$ cat config.mk
export PLATFORM = sky130hd
export DESIGN_NAME = fetch_top
export DESIGN_NICKNAME = d
export VERILOG_FILES = /design/src/hdl/fetch_pkg.sv /design/src/hdl/mem_bus_if.sv /design/src/hdl/fetch_top.sv /design/src/hdl/if_stage.sv /design/src/hdl/lsu.sv /design/src/hdl/mem_arbiter.sv
export VERILOG_INCLUDE_DIRS = /design/src /design/src/include
export SDC_FILE = /design/constraint.sdc
export NUM_CORES = 1
export LEC_CHECK = 0
export BUFFER_PORTS_ARGS = -buffer_cell sky130_fd_sc_hd__buf_2
export CORE_AREA = 2 2 270 272
export DETAILED_ROUTE_END_ITERATION = 10
export DIE_AREA = 0 0 272 274
export PLACE_DENSITY_LB_ADDON = 0.15
export SETUP_SLACK_MARGIN = 0.05
export SLEW_MARGIN = 20
export SYNTH_ARGS = -nofsm -noshare
export SYNTH_HDL_FRONTEND = slang
export SYNTH_SLANG_ARGS = --single-unit
$ cat constraint.sdc
create_clock -name clk -period 10.2 [get_ports clk]
set_input_delay 2.04 -clock clk [delete_from_list [all_inputs] [get_ports clk]]
set_output_delay 2.04 -clock clk [all_outputs]
set_load 0.01 [all_outputs]
$ cat src/include/fetch_defines.svh
////////////////////
// Sizes are fixed by the 64-bit data path; bus accesses are whole doublewords.
////////////////////
`ifndef FETCH_DEFINES_SVH
`define FETCH_DEFINES_SVH

`define FETCH_RESET_PC   64'h0000_0000_0000_0000
`define FETCH_XLEN       64
`define FETCH_SIZE_D     2'd3

// Response codes, AXI style.
`define FETCH_RESP_OKAY   2'd0
`define FETCH_RESP_SLVERR 2'd2

// 256 doublewords, so addresses from 2048 up answer SLVERR.
`define FETCH_MEM_WORDS  256

`endif

$ cat src/hdl/fetch_pkg.sv
////////////////////
// Bus word views and response codes shared by every requester.
////////////////////
`include "fetch_defines.svh"

package fetch_pkg;

  // One bus word, read whole by the LSU or as two instructions by fetch.
  typedef union packed {
    logic [`FETCH_XLEN-1:0] dword;
    struct packed {
      logic [31:0] hi;   // PC bit 2 set.
      logic [31:0] lo;   // PC bit 2 clear.
    } inst;
  } bus_word_u;

  typedef enum logic [1:0] {
    RESP_OKAY   = `FETCH_RESP_OKAY,
    RESP_SLVERR = `FETCH_RESP_SLVERR
  } bus_resp_e;

endpackage

$ cat src/hdl/mem_bus_if.sv
////////////////////
// One requester's memory port; one transaction outstanding at most.
////////////////////
`timescale 1ns/1ns
`include "fetch_defines.svh"

interface mem_bus_if;
  logic                   valid;
  logic                   ready;
  logic [`FETCH_XLEN-1:0] addr;
  logic                   write;
  logic [`FETCH_XLEN-1:0] wdata;
  logic [1:0]             size;
  logic                   rvalid;   // One-cycle response pulse.
  fetch_pkg::bus_word_u   rdata;
  fetch_pkg::bus_resp_e   resp;

  modport requester (
    output valid, addr, write, wdata, size,
    input  ready, rvalid, rdata, resp
  );

  modport arbiter (
    input  valid, addr, write, wdata, size,
    output ready, rvalid, rdata, resp
  );
endinterface

$ cat src/hdl/fetch_top.sv
////////////////////
// Fetch and LSU share one external memory bus.
////////////////////
`timescale 1ns/1ns
`include "fetch_defines.svh"

module fetch_top (
  input  logic                   clk,
  input  logic                   rst,
  input  logic                   i_if_fetched_ack,
  input  logic                   i_if_pc_jmp,
  input  logic [`FETCH_XLEN-1:0] i_if_pc_jmpaddr,
  output logic                   o_if_fetched_req,
  output logic [`FETCH_XLEN-1:0] o_if_pc,
  output logic [`FETCH_XLEN-1:0] o_if_pc_old,
  output logic [`FETCH_XLEN-1:0] o_if_pc_pred,
  output logic [31:0]            o_if_inst,
  output logic                   o_if_fault,
  input  logic                   i_ls_req,
  input  logic                   i_ls_we,
  input  logic [`FETCH_XLEN-1:0] i_ls_addr,
  input  logic [`FETCH_XLEN-1:0] i_ls_wdata,
  output logic                   o_ls_busy,
  output logic                   o_ls_done,
  output logic [`FETCH_XLEN-1:0] o_ls_rdata,
  output logic                   o_ls_err,
  output logic                   o_mem_valid,
  output logic [`FETCH_XLEN-1:0] o_mem_addr,
  output logic                   o_mem_write,
  output logic [`FETCH_XLEN-1:0] o_mem_wdata,
  output logic [1:0]             o_mem_size,
  input  logic                   i_mem_ready,
  input  logic                   i_mem_rvalid,
  input  logic [`FETCH_XLEN-1:0] i_mem_rdata,
  input  logic [1:0]             i_mem_resp
);

  mem_bus_if if_bus ();
  mem_bus_if ls_bus ();

  if_stage u_if_stage (
    .clk              (clk),
    .rst              (rst),
    .bus              (if_bus),
    .i_if_fetched_ack (i_if_fetched_ack),
    .i_if_pc_jmp      (i_if_pc_jmp),
    .i_if_pc_jmpaddr  (i_if_pc_jmpaddr),
    .o_if_fetched_req (o_if_fetched_req),
    .o_if_pc          (o_if_pc),
    .o_if_pc_old      (o_if_pc_old),
    .o_if_pc_pred     (o_if_pc_pred),
    .o_if_inst        (o_if_inst),
    .o_if_fault       (o_if_fault)
  );

  lsu u_lsu (
    .clk        (clk),
    .rst        (rst),
    .bus        (ls_bus),
    .i_ls_req   (i_ls_req),
    .i_ls_we    (i_ls_we),
    .i_ls_addr  (i_ls_addr),
    .i_ls_wdata (i_ls_wdata),
    .o_ls_busy  (o_ls_busy),
    .o_ls_done  (o_ls_done),
    .o_ls_rdata (o_ls_rdata),
    .o_ls_err   (o_ls_err)
  );

  mem_arbiter u_arbiter (
    .clk          (clk),
    .rst          (rst),
    .if_bus       (if_bus),
    .ls_bus       (ls_bus),
    .o_mem_valid  (o_mem_valid),
    .o_mem_addr   (o_mem_addr),
    .o_mem_write  (o_mem_write),
    .o_mem_wdata  (o_mem_wdata),
    .o_mem_size   (o_mem_size),
    .i_mem_ready  (i_mem_ready),
    .i_mem_rvalid (i_mem_rvalid),
    .i_mem_rdata  (i_mem_rdata),
    .i_mem_resp   (i_mem_resp)
  );

endmodule

$ cat src/hdl/if_stage.sv
////////////////////
// Reads one doubleword per instruction; next PC is PC+4 unless a jump came in.
////////////////////
`timescale 1ns/1ns
`include "fetch_defines.svh"

module if_stage (
  input  logic                   clk,
  input  logic                   rst,
  mem_bus_if.requester           bus,
  input  logic                   i_if_fetched_ack,
  input  logic                   i_if_pc_jmp,
  input  logic [`FETCH_XLEN-1:0] i_if_pc_jmpaddr,
  output logic                   o_if_fetched_req,
  output logic [`FETCH_XLEN-1:0] o_if_pc,
  output logic [`FETCH_XLEN-1:0] o_if_pc_old,
  output logic [`FETCH_XLEN-1:0] o_if_pc_pred,
  output logic [31:0]            o_if_inst,
  output logic                   o_if_fault
);

  localparam logic [1:0] S_IDLE = 2'd0;
  localparam logic [1:0] S_REQ  = 2'd1;
  localparam logic [1:0] S_WAIT = 2'd2;
  localparam logic [1:0] S_PRES = 2'd3;

  logic [1:0]             state;
  logic                   jmp_pend;
  logic [`FETCH_XLEN-1:0] jmp_addr_q;
  logic [`FETCH_XLEN-1:0] pc_next;

  assign bus.valid        = (state == S_REQ);
  assign bus.addr         = {o_if_pc[`FETCH_XLEN-1:3], 3'b000};   // Doubleword aligned.
  assign bus.write        = 1'b0;
  assign bus.wdata        = '0;
  assign bus.size         = `FETCH_SIZE_D;
  assign o_if_fetched_req = (state == S_PRES);
  assign o_if_pc_pred     = o_if_pc + `FETCH_XLEN'd4;

  // A jump in the ack cycle itself also counts.
  always_comb begin
    if (i_if_pc_jmp) begin
      pc_next = i_if_pc_jmpaddr;
    end else if (jmp_pend) begin
      pc_next = jmp_addr_q;
    end else begin
      pc_next = o_if_pc_pred;
    end
  end

  always_ff @(posedge clk) begin
    if (rst) begin
      state       <= S_IDLE;
      jmp_pend    <= 1'b0;
      o_if_pc     <= `FETCH_RESET_PC;
      o_if_pc_old <= `FETCH_RESET_PC;
    end else begin
      if (i_if_pc_jmp) begin
        jmp_pend <= 1'b1;
      end
      case (state)
        S_IDLE: state <= S_REQ;
        S_REQ: begin
          if (bus.ready) begin
            state <= S_WAIT;
          end
        end
        S_WAIT: begin
          if (bus.rvalid) begin
            state <= S_PRES;
          end
        end
        default: begin
          if (i_if_fetched_ack) begin
            state       <= S_REQ;
            jmp_pend    <= 1'b0;   // Consumed by pc_next.
            o_if_pc_old <= o_if_pc;
            o_if_pc     <= pc_next;
          end
        end
      endcase
    end
  end

  always_ff @(posedge clk) begin
    if (i_if_pc_jmp) begin
      jmp_addr_q <= i_if_pc_jmpaddr;
    end
    if (state == S_WAIT && bus.rvalid) begin
      o_if_inst  <= o_if_pc[2] ? bus.rdata.inst.hi : bus.rdata.inst.lo;
      o_if_fault <= (bus.resp != fetch_pkg::RESP_OKAY);
    end
  end

endmodule

$ cat src/hdl/lsu.sv
////////////////////
// Strobes while busy are dropped. Stores write the whole doubleword.
////////////////////
`timescale 1ns/1ns
`include "fetch_defines.svh"

module lsu (
  input  logic                   clk,
  input  logic                   rst,
  mem_bus_if.requester           bus,
  input  logic                   i_ls_req,
  input  logic                   i_ls_we,
  input  logic [`FETCH_XLEN-1:0] i_ls_addr,
  input  logic [`FETCH_XLEN-1:0] i_ls_wdata,
  output logic                   o_ls_busy,
  output logic                   o_ls_done,
  output logic [`FETCH_XLEN-1:0] o_ls_rdata,
  output logic                   o_ls_err
);

  logic                   valid_q;
  logic                   we_q;
  logic [`FETCH_XLEN-1:0] addr_q;
  logic [`FETCH_XLEN-1:0] wdata_q;

  assign bus.valid = valid_q;
  assign bus.addr  = addr_q;
  assign bus.write = we_q;
  assign bus.wdata = wdata_q;
  assign bus.size  = `FETCH_SIZE_D;

  always_ff @(posedge clk) begin
    if (rst) begin
      o_ls_busy <= 1'b0;
      o_ls_done <= 1'b0;
      valid_q   <= 1'b0;
    end else begin
      o_ls_done <= 1'b0;
      if (!o_ls_busy) begin
        if (i_ls_req) begin
          o_ls_busy <= 1'b1;
          valid_q   <= 1'b1;
        end
      end else if (valid_q) begin
        if (bus.ready) begin
          valid_q <= 1'b0;   // Accepted, wait for response.
        end
      end else if (bus.rvalid) begin
        o_ls_busy <= 1'b0;
        o_ls_done <= 1'b1;
      end
    end
  end

  always_ff @(posedge clk) begin
    if (i_ls_req && !o_ls_busy) begin
      we_q    <= i_ls_we;
      addr_q  <= i_ls_addr;
      wdata_q <= i_ls_wdata;
    end
    if (bus.rvalid) begin
      o_ls_rdata <= bus.rdata.dword;
      o_ls_err   <= (bus.resp != fetch_pkg::RESP_OKAY);
    end
  end

endmodule

$ cat src/hdl/mem_arbiter.sv
////////////////////
// Grant is combinational when idle; bus stays locked until the owner's rvalid.
////////////////////
`timescale 1ns/1ns
`include "fetch_defines.svh"

module mem_arbiter (
  input  logic                   clk,
  input  logic                   rst,
  mem_bus_if.arbiter             if_bus,
  mem_bus_if.arbiter             ls_bus,
  output logic                   o_mem_valid,
  output logic [`FETCH_XLEN-1:0] o_mem_addr,
  output logic                   o_mem_write,
  output logic [`FETCH_XLEN-1:0] o_mem_wdata,
  output logic [1:0]             o_mem_size,
  input  logic                   i_mem_ready,
  input  logic                   i_mem_rvalid,
  input  logic [`FETCH_XLEN-1:0] i_mem_rdata,
  input  logic [1:0]             i_mem_resp
);

  logic locked;
  logic owner_ls;   // Set when the LSU owns the bus.
  logic last_ls;
  logic sel_ls;
  logic grant_if;
  logic grant_ls;

  always_comb begin
    if (locked) begin
      sel_ls = owner_ls;
    end else if (if_bus.valid && ls_bus.valid) begin
      sel_ls = !last_ls;   // Peer not served last wins.
    end else begin
      sel_ls = ls_bus.valid;
    end
  end

  assign grant_ls = sel_ls & (locked | ls_bus.valid);
  assign grant_if = !sel_ls & (locked | if_bus.valid);

  assign o_mem_valid = sel_ls ? ls_bus.valid : if_bus.valid;
  assign o_mem_addr  = sel_ls ? ls_bus.addr  : if_bus.addr;
  assign o_mem_write = sel_ls ? ls_bus.write : if_bus.write;
  assign o_mem_wdata = sel_ls ? ls_bus.wdata : if_bus.wdata;
  assign o_mem_size  = sel_ls ? ls_bus.size  : if_bus.size;

  assign if_bus.ready  = grant_if & i_mem_ready;
  assign ls_bus.ready  = grant_ls & i_mem_ready;
  assign if_bus.rvalid = locked & !owner_ls & i_mem_rvalid;
  assign ls_bus.rvalid = locked & owner_ls & i_mem_rvalid;

  // Data is shared, rvalid tells each peer whether it is meant.
  assign if_bus.rdata = i_mem_rdata;
  assign ls_bus.rdata = i_mem_rdata;
  assign if_bus.resp  = fetch_pkg::bus_resp_e'(i_mem_resp);
  assign ls_bus.resp  = fetch_pkg::bus_resp_e'(i_mem_resp);

  always_ff @(posedge clk) begin
    if (rst) begin
      locked   <= 1'b0;
      owner_ls <= 1'b0;
      last_ls  <= 1'b0;
    end else if (!locked) begin
      if (grant_if || grant_ls) begin
        locked   <= 1'b1;
        owner_ls <= sel_ls;
      end
    end else if (i_mem_rvalid) begin
      locked  <= 1'b0;
      last_ls <= owner_ls;
    end
  end

endmodule

# Word level (Yosys, flattened, before mapping)
# Index checks and enable logic that the tools add are counted.
# word_totals
register_bits	428
latch_bits	0
mem_bits_rw	0
rom_bits	0
input_bits	266
out_inout_bits	425
elab_cells	83
n_memories	0
# op_classes
addsub	1
mul	0
div_mod_pow	0
n_lt_le_gt_ge	0
n_eq_ne	5
shifts	0
muxes	28
bitwise	13
reduce_logical	18
# ops
op	n
$mux W64	4
$add A64 B3 Y64 const B	1
$mux W32	1
$mux W1	19
$and A1 B1 Y1	8
$mux W2	3
$pmux W2 S3	1
$reduce_and A2 Y1	3
$reduce_or A3 Y1	2
$eq A2 B2 Y1 const B	2
$logic_not A1 Y1	4
$reduce_bool A2 Y1	2
$reduce_bool A4 Y1	1
$logic_and A1 B1 Y1	3
$not A1 Y1	3
$reduce_and A3 Y1	1
$eq A2 B1 Y1 const B	1
$logic_not A2 Y1	1
$ne A2 B1 Y1 const B	1
$ne A2 B2 Y1 const B	1
$or A1 B1 Y1	2
$logic_or A1 B1 Y1	1

# Longest topological paths before layout
# Gate-level depths: netlist (run 1).
# logic_depth
ltp_word	9
ltp_mapped	9
depth_no_buf	8

# By module
# A second synthesis (run 1) with hierarchy kept.
# unflattened
cells_unflattened	1826
area_unflattened_um2	20769.9
# modules_own_cells
mod	instances	cells_each	area_per_inst_um2
if_stage	1	1318	12032.8
lsu	1	208	5965.7
mem_arbiter	1	300	2771.4

# Worst setup path after synthesis (run 1)
# OpenSTA, ideal clock, no wires.
# synth_timing
path_type	input to register
startpoint	input port i_ls_req
endpoint	register u_lsu.valid_q, in the netlist u_lsu.bus.valid
arrival_ns	8.500
required_ns	10.116
slack_ns	1.616
path_stages	2
n_path_buf	0
cell_sequence	nor2b_1 o221a_2
# synth_between
elab_chain_cells	1
# synth_rtl
item	line	source
from (decl)	fetch_top.sv:19	input logic i_ls_req,
$reduce_bool A2 Y1 (no source line)	--	
to (signal assigned)	lsu.sv:36	valid_q <= 1'b0;
to (signal assigned)	lsu.sv:42	valid_q <= 1'b1;
to (signal assigned)	lsu.sv:46	valid_q <= 1'b0;
to (decl)	lsu.sv:21	logic valid_q;
# No other way between the ends.
# A chain may end at the register's enable or synchronous reset.

# Worst setup path after layout (run 1)
# layout_timing
startpoint	register u_if_stage.o_if_pc[4]
endpoint	output port o_if_pc_pred[63]
# layout_between
elab_chain_cells	1
# layout_rtl
item	line	source
from (decl)	if_stage.sv:15	output logic [`FETCH_XLEN-1:0] o_if_pc,
from (signal assigned)	if_stage.sv:55	o_if_pc <= `FETCH_RESET_PC;
from (signal assigned)	if_stage.sv:78	o_if_pc <= pc_next;
$add A64 B3 Y64	if_stage.sv:38	assign o_if_pc_pred = o_if_pc + `FETCH_XLEN'd4;
to (decl)	fetch_top.sv:16	output logic [`FETCH_XLEN-1:0] o_if_pc_pred,
# No other way between the ends.

==> results.md, run 1 <==
- Setup violators final: 0
- Post-route setup slack: 4.28 ns
- Core footprint: 0.0720 mm^2
- Slowest stage delay, CP: 0.77 ns
- Status: completed
- Post-synth EDFFs: 291
- Final wirelength: 70800 um
- DR WL/cell: 22.4 um
- Clock Skews: 0.0245 ns
- Compound-Gate Fraction of Synth Area: 0.114
- Clock Latency Late Sink: 0.60 ns
- Ys flop type: edfxtp_1
- Largest cells by area after synthesis: edfxtp_1 48%, dfxtp_1 15%, mux2_2 5.8%
- Setup Fix Bufs, Post-CTS: 0
- Mapped cell area: 0.0182 mm^2
- Die area: 0.0745 mm^2
- Via density: 4.70
- Post-Synth XOR/XNOR Area: 0.0289
- Largest family of logic cells by synthesized area: simple AND/OR/NAND/NOR gates
- DRC: 0
- Hold_sp: u_if_stage.o_if_pc_old[60]$_SDFFE_PP0P_
- Mapped Cells: 1526
- WHS Endpoint: u_if_stage.o_if_pc_old[60]$_SDFFE_PP0P_
- Vias in the first global route: 14600
- Placed Instances: 3062
- CTS Buffer Depth: 3
- Leak: 9.88 nW
- Critical path launch point type: flop
- Crit end category: output pin
- Critical path class: reg -> out
- RSZ-0062 raised after global routing: false
- Critical R2R Capture: u_if_stage.o_if_pc[56]$_SDFFE_PP0P_
- H-Tree Level Count: 2
- Area of the multi-input gates: 0.00611 mm^2
- Maxcap violations: 0
- 1st-iter DRT viols: 942
- Layout Cells excl Fill: 3162
- Slew Viols, Final: 0
- GRT Util Overall: 0.180
- Antenna violations before repair: 13
- Post-CTS Hold Fix Bufs: 0
- Worst-margin pin slew: 1.11 ns
- Ratio of cells with drive above 1 in the final layout: 0.413
- I/O Pins: 691
- Critical Path RT: 8.16 ns
- Hold path cells: 2
- Most area-hungry cell type in the Yosys netlist: edfxtp_1
- Fin util: 0.336
- TritonCTS Buffers: 51
- Tmin final: 5.92 ns
- Fill cells: 7374
- Register clock-pin slew on the reported worst setup and hold paths: 0.06 ns
- First-pass GRT wire length: 101000 um
- Fin crit share: 0.580
- Bufs and invs on worst path: 1
- FF+latch area: 0.0115 mm^2
- Pin count of the biggest net entering global routing: 72
- Fmax: 0.169 GHz
- I/O Buffers: 688
- CP top delay family: simple AND/OR/NAND/NOR gates
- CTS tree: yes
- Detail Placement HPWL: 50100 um
- Share of the synthesized area in the top cell type: 0.481
- Iteration count of the initial detailed-routing pass: 5
- Critical Path Stages: 6
- Syn_area_per_cell: 11.9 um^2
- WP data arrival: 3.88 ns
- Commonest cells in the netlist: 291 x edfxtp_1, 187 x nand2_1, 137 x dfxtp_1
- Yosys cell types: 73
- CP Launch Point: u_if_stage.o_if_pc[4]$_SDFFE_PP0P_
- Layout area overhead: 33.1%
- Vias: 14900
- Slowest stage cell on the critical path: nor3_1
- FP Rows: 99
- CTS resizes: 0
- Worst Path Max Fanout: 11
- Root buffer cell: clkbuf_16
- Nets: 2428
- Simple-gate share of the synthesized area: 0.123
- R2R setup slack: 6.50 ns
- Antenna-violating nets left: 0
- Clock sink total: 428
- FF+latch count, synth: 428
- Path depth of the worst reg2reg path: 5
- Initial core utilization: 0.252
- Final Hold Viols: 0
- Post-Place Worst Slack: 4.91 ns
- Most numerous cell in the Yosys netlist: edfxtp_1
- Mux contribution to synthesized area: 0.0632
- Ys Warns: 0
- Setup tns final: 0 ns
- Pwr Density: 184 mW/mm^2
- Startpoint of the worst register-to-register path: u_if_stage.jmp_pend$_SDFF_PP0_
- Die width: 272 um
- Asr flop ratio synth: 0
- CP cell instances: nand4_1 > nor4_4 > nand3_4 > nor3_1 > xor2_1 > buf_2
- Grt ovf: 0
- GP Congestion: 0.837
- Slew headroom: 0.258
- Die height: 274 um
- Hold crit path type: reg -> reg
- Seq/Total Area, Yosys: 0.632
- Peak supply drop: 0.119 mV
- Adder-cell share of the synthesized area: 0.00413
cell type report:
| cell class | count | share of cell area |
|---|---|---|
| antenna | 6 | 0.000621 |
| inverter | 24 | 0.00373 |
| timing repair buffer | 708 | 0.149 |
| sequential | 428 | 0.475 |
| tap | 959 | 0.0496 |
| multi-input combinational | 943 | 0.253 |
| clock buffer | 79 | 0.0626 |
| clock inverter | 15 | 0.00688 |
logic make-up (layout without fill, tap and decap cells):
logic type / Yosys count / after routing
flops: 428 / 428
simple gates: 450 / 450
fa+ha+maj: 6 / 6
buf+inv: 156 / 826
mux: 103 / 103
xor+xnor: 60 / 60
compound gates: 322 / 322
other cells: 1 / 8
registers in the layout, summed over array words and instances, names as in the netlist, 2 cells and up:
signal,flops
u_if_stage.jmp_addr_q,64
u_if_stage.o_if_inst,32
u_if_stage.o_if_pc,64
u_if_stage.o_if_pc_old,64
u_if_stage.state,2
u_lsu.bus.addr,64
u_lsu.bus.wdata,64
u_lsu.o_ls_rdata,64
where the power goes:
part / internal (mW) / leakage (nW) / switching [mW]
combinational: 0.236 / 5.22 / 0.367
clock: 1.09 / 0.821 / 0.737
sequential: 1.95 / 3.84 / 0.0743
worst max-delay path by stage:
stage | slack (ns) | to
global route | 4.01 | o_if_pc_pred[63]
floorplan | 1.62 | u_lsu.bus.valid$_SDFFE_PP0P_
CTS | 4.27 | o_if_pc_pred[63]
detailed placement | 4.91 | o_if_pc_pred[63]
finish | 4.28 | o_if_pc_pred[63]
global placement | 4.59 | o_if_pc_pred[44]
metrics by stage:
step	hold WS [ns]	power [mW]	instance area [um^2]
final	0.450	4.45	24200
after global routing	0.468	4.64	24200
after CTS	0.454	4.52	24200
after detailed placement	0.445	2.67	22500
after global placement	0.440	2.67	22500
after floorplan	0.437	2.37	18200
worst min-delay path, delay by kind of cell, from the launching register on:
kind | cells | cell delay [ns]
AND/OR/NAND/NOR | 1 | 0.05
flip-flops | 1 | 0.30
AO/OA/AOI/OAI | 1 | 0.05
placed cells by master, fill, tap and decap left out, drive strengths merged, types with 7 or more instances in the layout:
master	Yosys	routed
a21o	7	7
a21oi	111	111
a221oi	7	7
a22o	7	7
a22oi	28	28
a31oi	8	8
a32o	7	7
and2	7	7
and3	7	7
buf	40	708
clkbuf	92	79
clkinv	1	11
dfxtp	137	137
edfxtp	291	291
inv	23	25
mux2	94	94
mux2i	9	9
nand2	187	187
nand3	30	30
nand4	27	27
nor2	70	70
nor2b	70	70
nor3	14	14
nor4	15	15
o211ai	9	9
o21ai	64	64
o22ai	13	13
o31ai	7	7
xnor2	34	34
xor2	26	26
per-layer routing:
metal / wire, um / share of wire / global-route usage / vias up
met2: 35400 / 0.50 / 0.313 / 516
li1: - / - / - / 6840
met5: 84 / 0.0012 / 0 / -
met3: 4600 / 0.065 / 0.0449 / 79
met1: 29600 / 0.42 / 0.226 / 7411
met4: 1050 / 0.015 / 0.0389 / 14
No activity file was read; power rests on OpenSTA's default activity.
==> run 2: changes to the inputs <==
clock period = 6.1 ns   (was 10.2 ns; I/O delays follow)
==> results.md, run 2 (same netlist as run 1, synthesis figures left out) <==
- I/O Pins: 691
- Most frequent cells in the layout: 686 x buf_2, 291 x edfxtp_1, 185 x nand2_1
- Core footprint: 0.0720 mm^2
- Setup Fix Bufs, Post-CTS: 0
- Reg power frac: 0.450
- Path depth of the worst reg2reg path: 6
- GP Congestion: 0.830
- Die width: 272 um
- Pin count of the biggest net entering global routing: 132
- Placed Instances: 3067
- FP Rows: 99
- Logic pwr share: 0.139
- Critical path launch point type: flop
- Critical Path RT: 4.88 ns
- Register clock-pin slew on the reported worst setup and hold paths: 0.06 ns
- Crit end category: output pin
- Nets: 2433
- Layout area overhead: 33.3%
- First-pass GRT wire length: 102000 um
- Pint: 5.43 mW
- R2R setup slack: 2.83 ns
- Detail Placement HPWL: 51400 um
- Vias in the first global route: 14900
- GRT Util Overall: 0.184
- Fmax: 0.197 GHz
- Iteration count of the initial detailed-routing pass: 5
- Most common cell after layout, fill and taps aside: buf_2
- Sw Ratio: 0.272
- Startpoint of the worst register-to-register path: u_if_stage.o_if_pc[32]$_SDFFE_PP0P_
- Clock Latency Late Sink: 0.60 ns
- Antenna violations before repair: 21
- Clock sink total: 428
- Setup tns final: 0 ns
- Grt ovf: 0
- Peak supply drop: 0.193 mV
- H-Tree Level Count: 2
- Vias: 14800
- Via density: 4.68
- CP Launch Point: u_if_stage.o_if_pc[32]$_SDFFE_PP0P_
- WHS: 0.451 ns
- Initial core utilization: 0.252
- Pwr Density: 308 mW/mm^2
- Tmin final: 5.09 ns
- Hold crit path type: reg -> reg
- Worst-margin pin slew: 1.02 ns
- Post-CTS Hold Fix Bufs: 0
- 1st-iter DRT viols: 902
- Leak: 9.92 nW
- I/O Buffers: 688
- WP data arrival: 3.86 ns
- Antenna-violating nets left: 0
- Final wirelength: 72000 um
- Final Hold Viols: 0
- Post-DP Area: 0.0225 mm^2
- Fin crit share: 0.834
- Critical path class: reg -> out
- Ratio of cells with drive above 1 in the final layout: 0.417
- Die height: 274 um
- Clock Skews: 0.0195 ns
- Die area: 0.0745 mm^2
- Slew headroom: 0.319
- Layout Cells excl Fill: 3171
- Switching pwr: 2.03 mW
- RSZ-0062 raised after global routing: false
- Pwr Total: 7.46 mW
- CTS resizes: 0
- Status: completed
- Maxcap violations: 0
- Fill cells: 7350
- Worst setup path end: o_if_pc_pred[63]
- Worst Path Max Fanout: 12
- Slew Viols, Final: 0
- CTS Buffer Depth: 3
- CTS tree: yes
- Final Cell Area: 0.0242 mm^2
- DR WL/cell: 22.7 um
- TritonCTS Buffers: 51
- Critical R2R Capture: u_if_stage.o_if_pc[55]$_SDFFE_PP0P_
- Clk pwr share: 0.410
- DRC: 0
- Root buffer cell: clkbuf_16
- Setup violators final: 0
==> run 2: through the flow <==
stage	util	worst slack, ns
final	0.337	1.02
after detailed placement	0.313	1.70
after CTS	0.336	1.04
after floorplan	-	0.922
after global routing	0.337	0.738
after global placement	0.313	1.79
==> run 2: worst min-delay path by stage <==
stage / slack [ns] / end / start / depth (start not counted)
after CTS: 0.45 / u_if_stage.o_if_pc_old[0]$_SDFFE_PP0P_ / u_if_stage.o_if_pc_old[0]$_SDFFE_PP0P_ / 2
final: 0.45 / u_if_stage.o_if_pc_old[0]$_SDFFE_PP0P_ / u_if_stage.o_if_pc_old[0]$_SDFFE_PP0P_ / 2
after detailed placement: 0.45 / u_if_stage.o_if_pc_old[0]$_SDFFE_PP0P_ / u_if_stage.o_if_pc_old[0]$_SDFFE_PP0P_ / 2
after floorplan: 0.44 / u_arbiter.last_ls$_SDFFE_PP0P_ / u_arbiter.last_ls$_SDFFE_PP0P_ / 2
after global routing: 0.47 / u_if_stage.o_if_pc_old[61]$_SDFFE_PP0P_ / u_if_stage.o_if_pc_old[61]$_SDFFE_PP0P_ / 2
after global placement: 0.44 / u_if_stage.o_if_pc_old[55]$_SDFFE_PP0P_ / u_if_stage.o_if_pc_old[55]$_SDFFE_PP0P_ / 2
==> run 2: layout make-up <==
class	instances	area, um^2	share of cell area
clock buffers	66	1380	0.0571
diodes	8	20.0	0.000826
clock inverters	30	277	0.0114
multi-input cells	943	6110	0.252
flip-flops and latches	428	11500	0.474
well taps	959	1200	0.0495
inverters	24	90.1	0.00372
repair buffers	713	3660	0.151
==> run 2: worst max-delay path, stage by stage, from the launching register on <==
cell and delay [ns]:
dfxtp_1 0.58, nand4_1 0.44, nor4_2 0.83, nand3_1 0.19
nor3_1 0.59, xor2_1 0.41, buf_2 0.22
==> run 2: layer usage <==
metal | global-route usage | vias up | part of all wire
met4 | 0.0516 | 18 | 0.022
met3 | 0.0549 | 110 | 0.076
met2 | 0.323 | 556 | 0.50
li1 | - | 6866 | -
met1 | 0.217 | 7295 | 0.40
met5 | 0 | - | 0.0016
==> run 2: power groups by stage <==
stage	Clock (mW)	Sequential (mW)	Combinational [mW]
3_3_place_gp	0	3.42	1.06
2_1_floorplan	0	3.39	0.565
4_1_cts	3.16	3.36	1.06
5_1_grt	3.26	3.38	1.14
3_5_place_dp	0	3.42	1.06
6_report	3.06	3.36	1.04
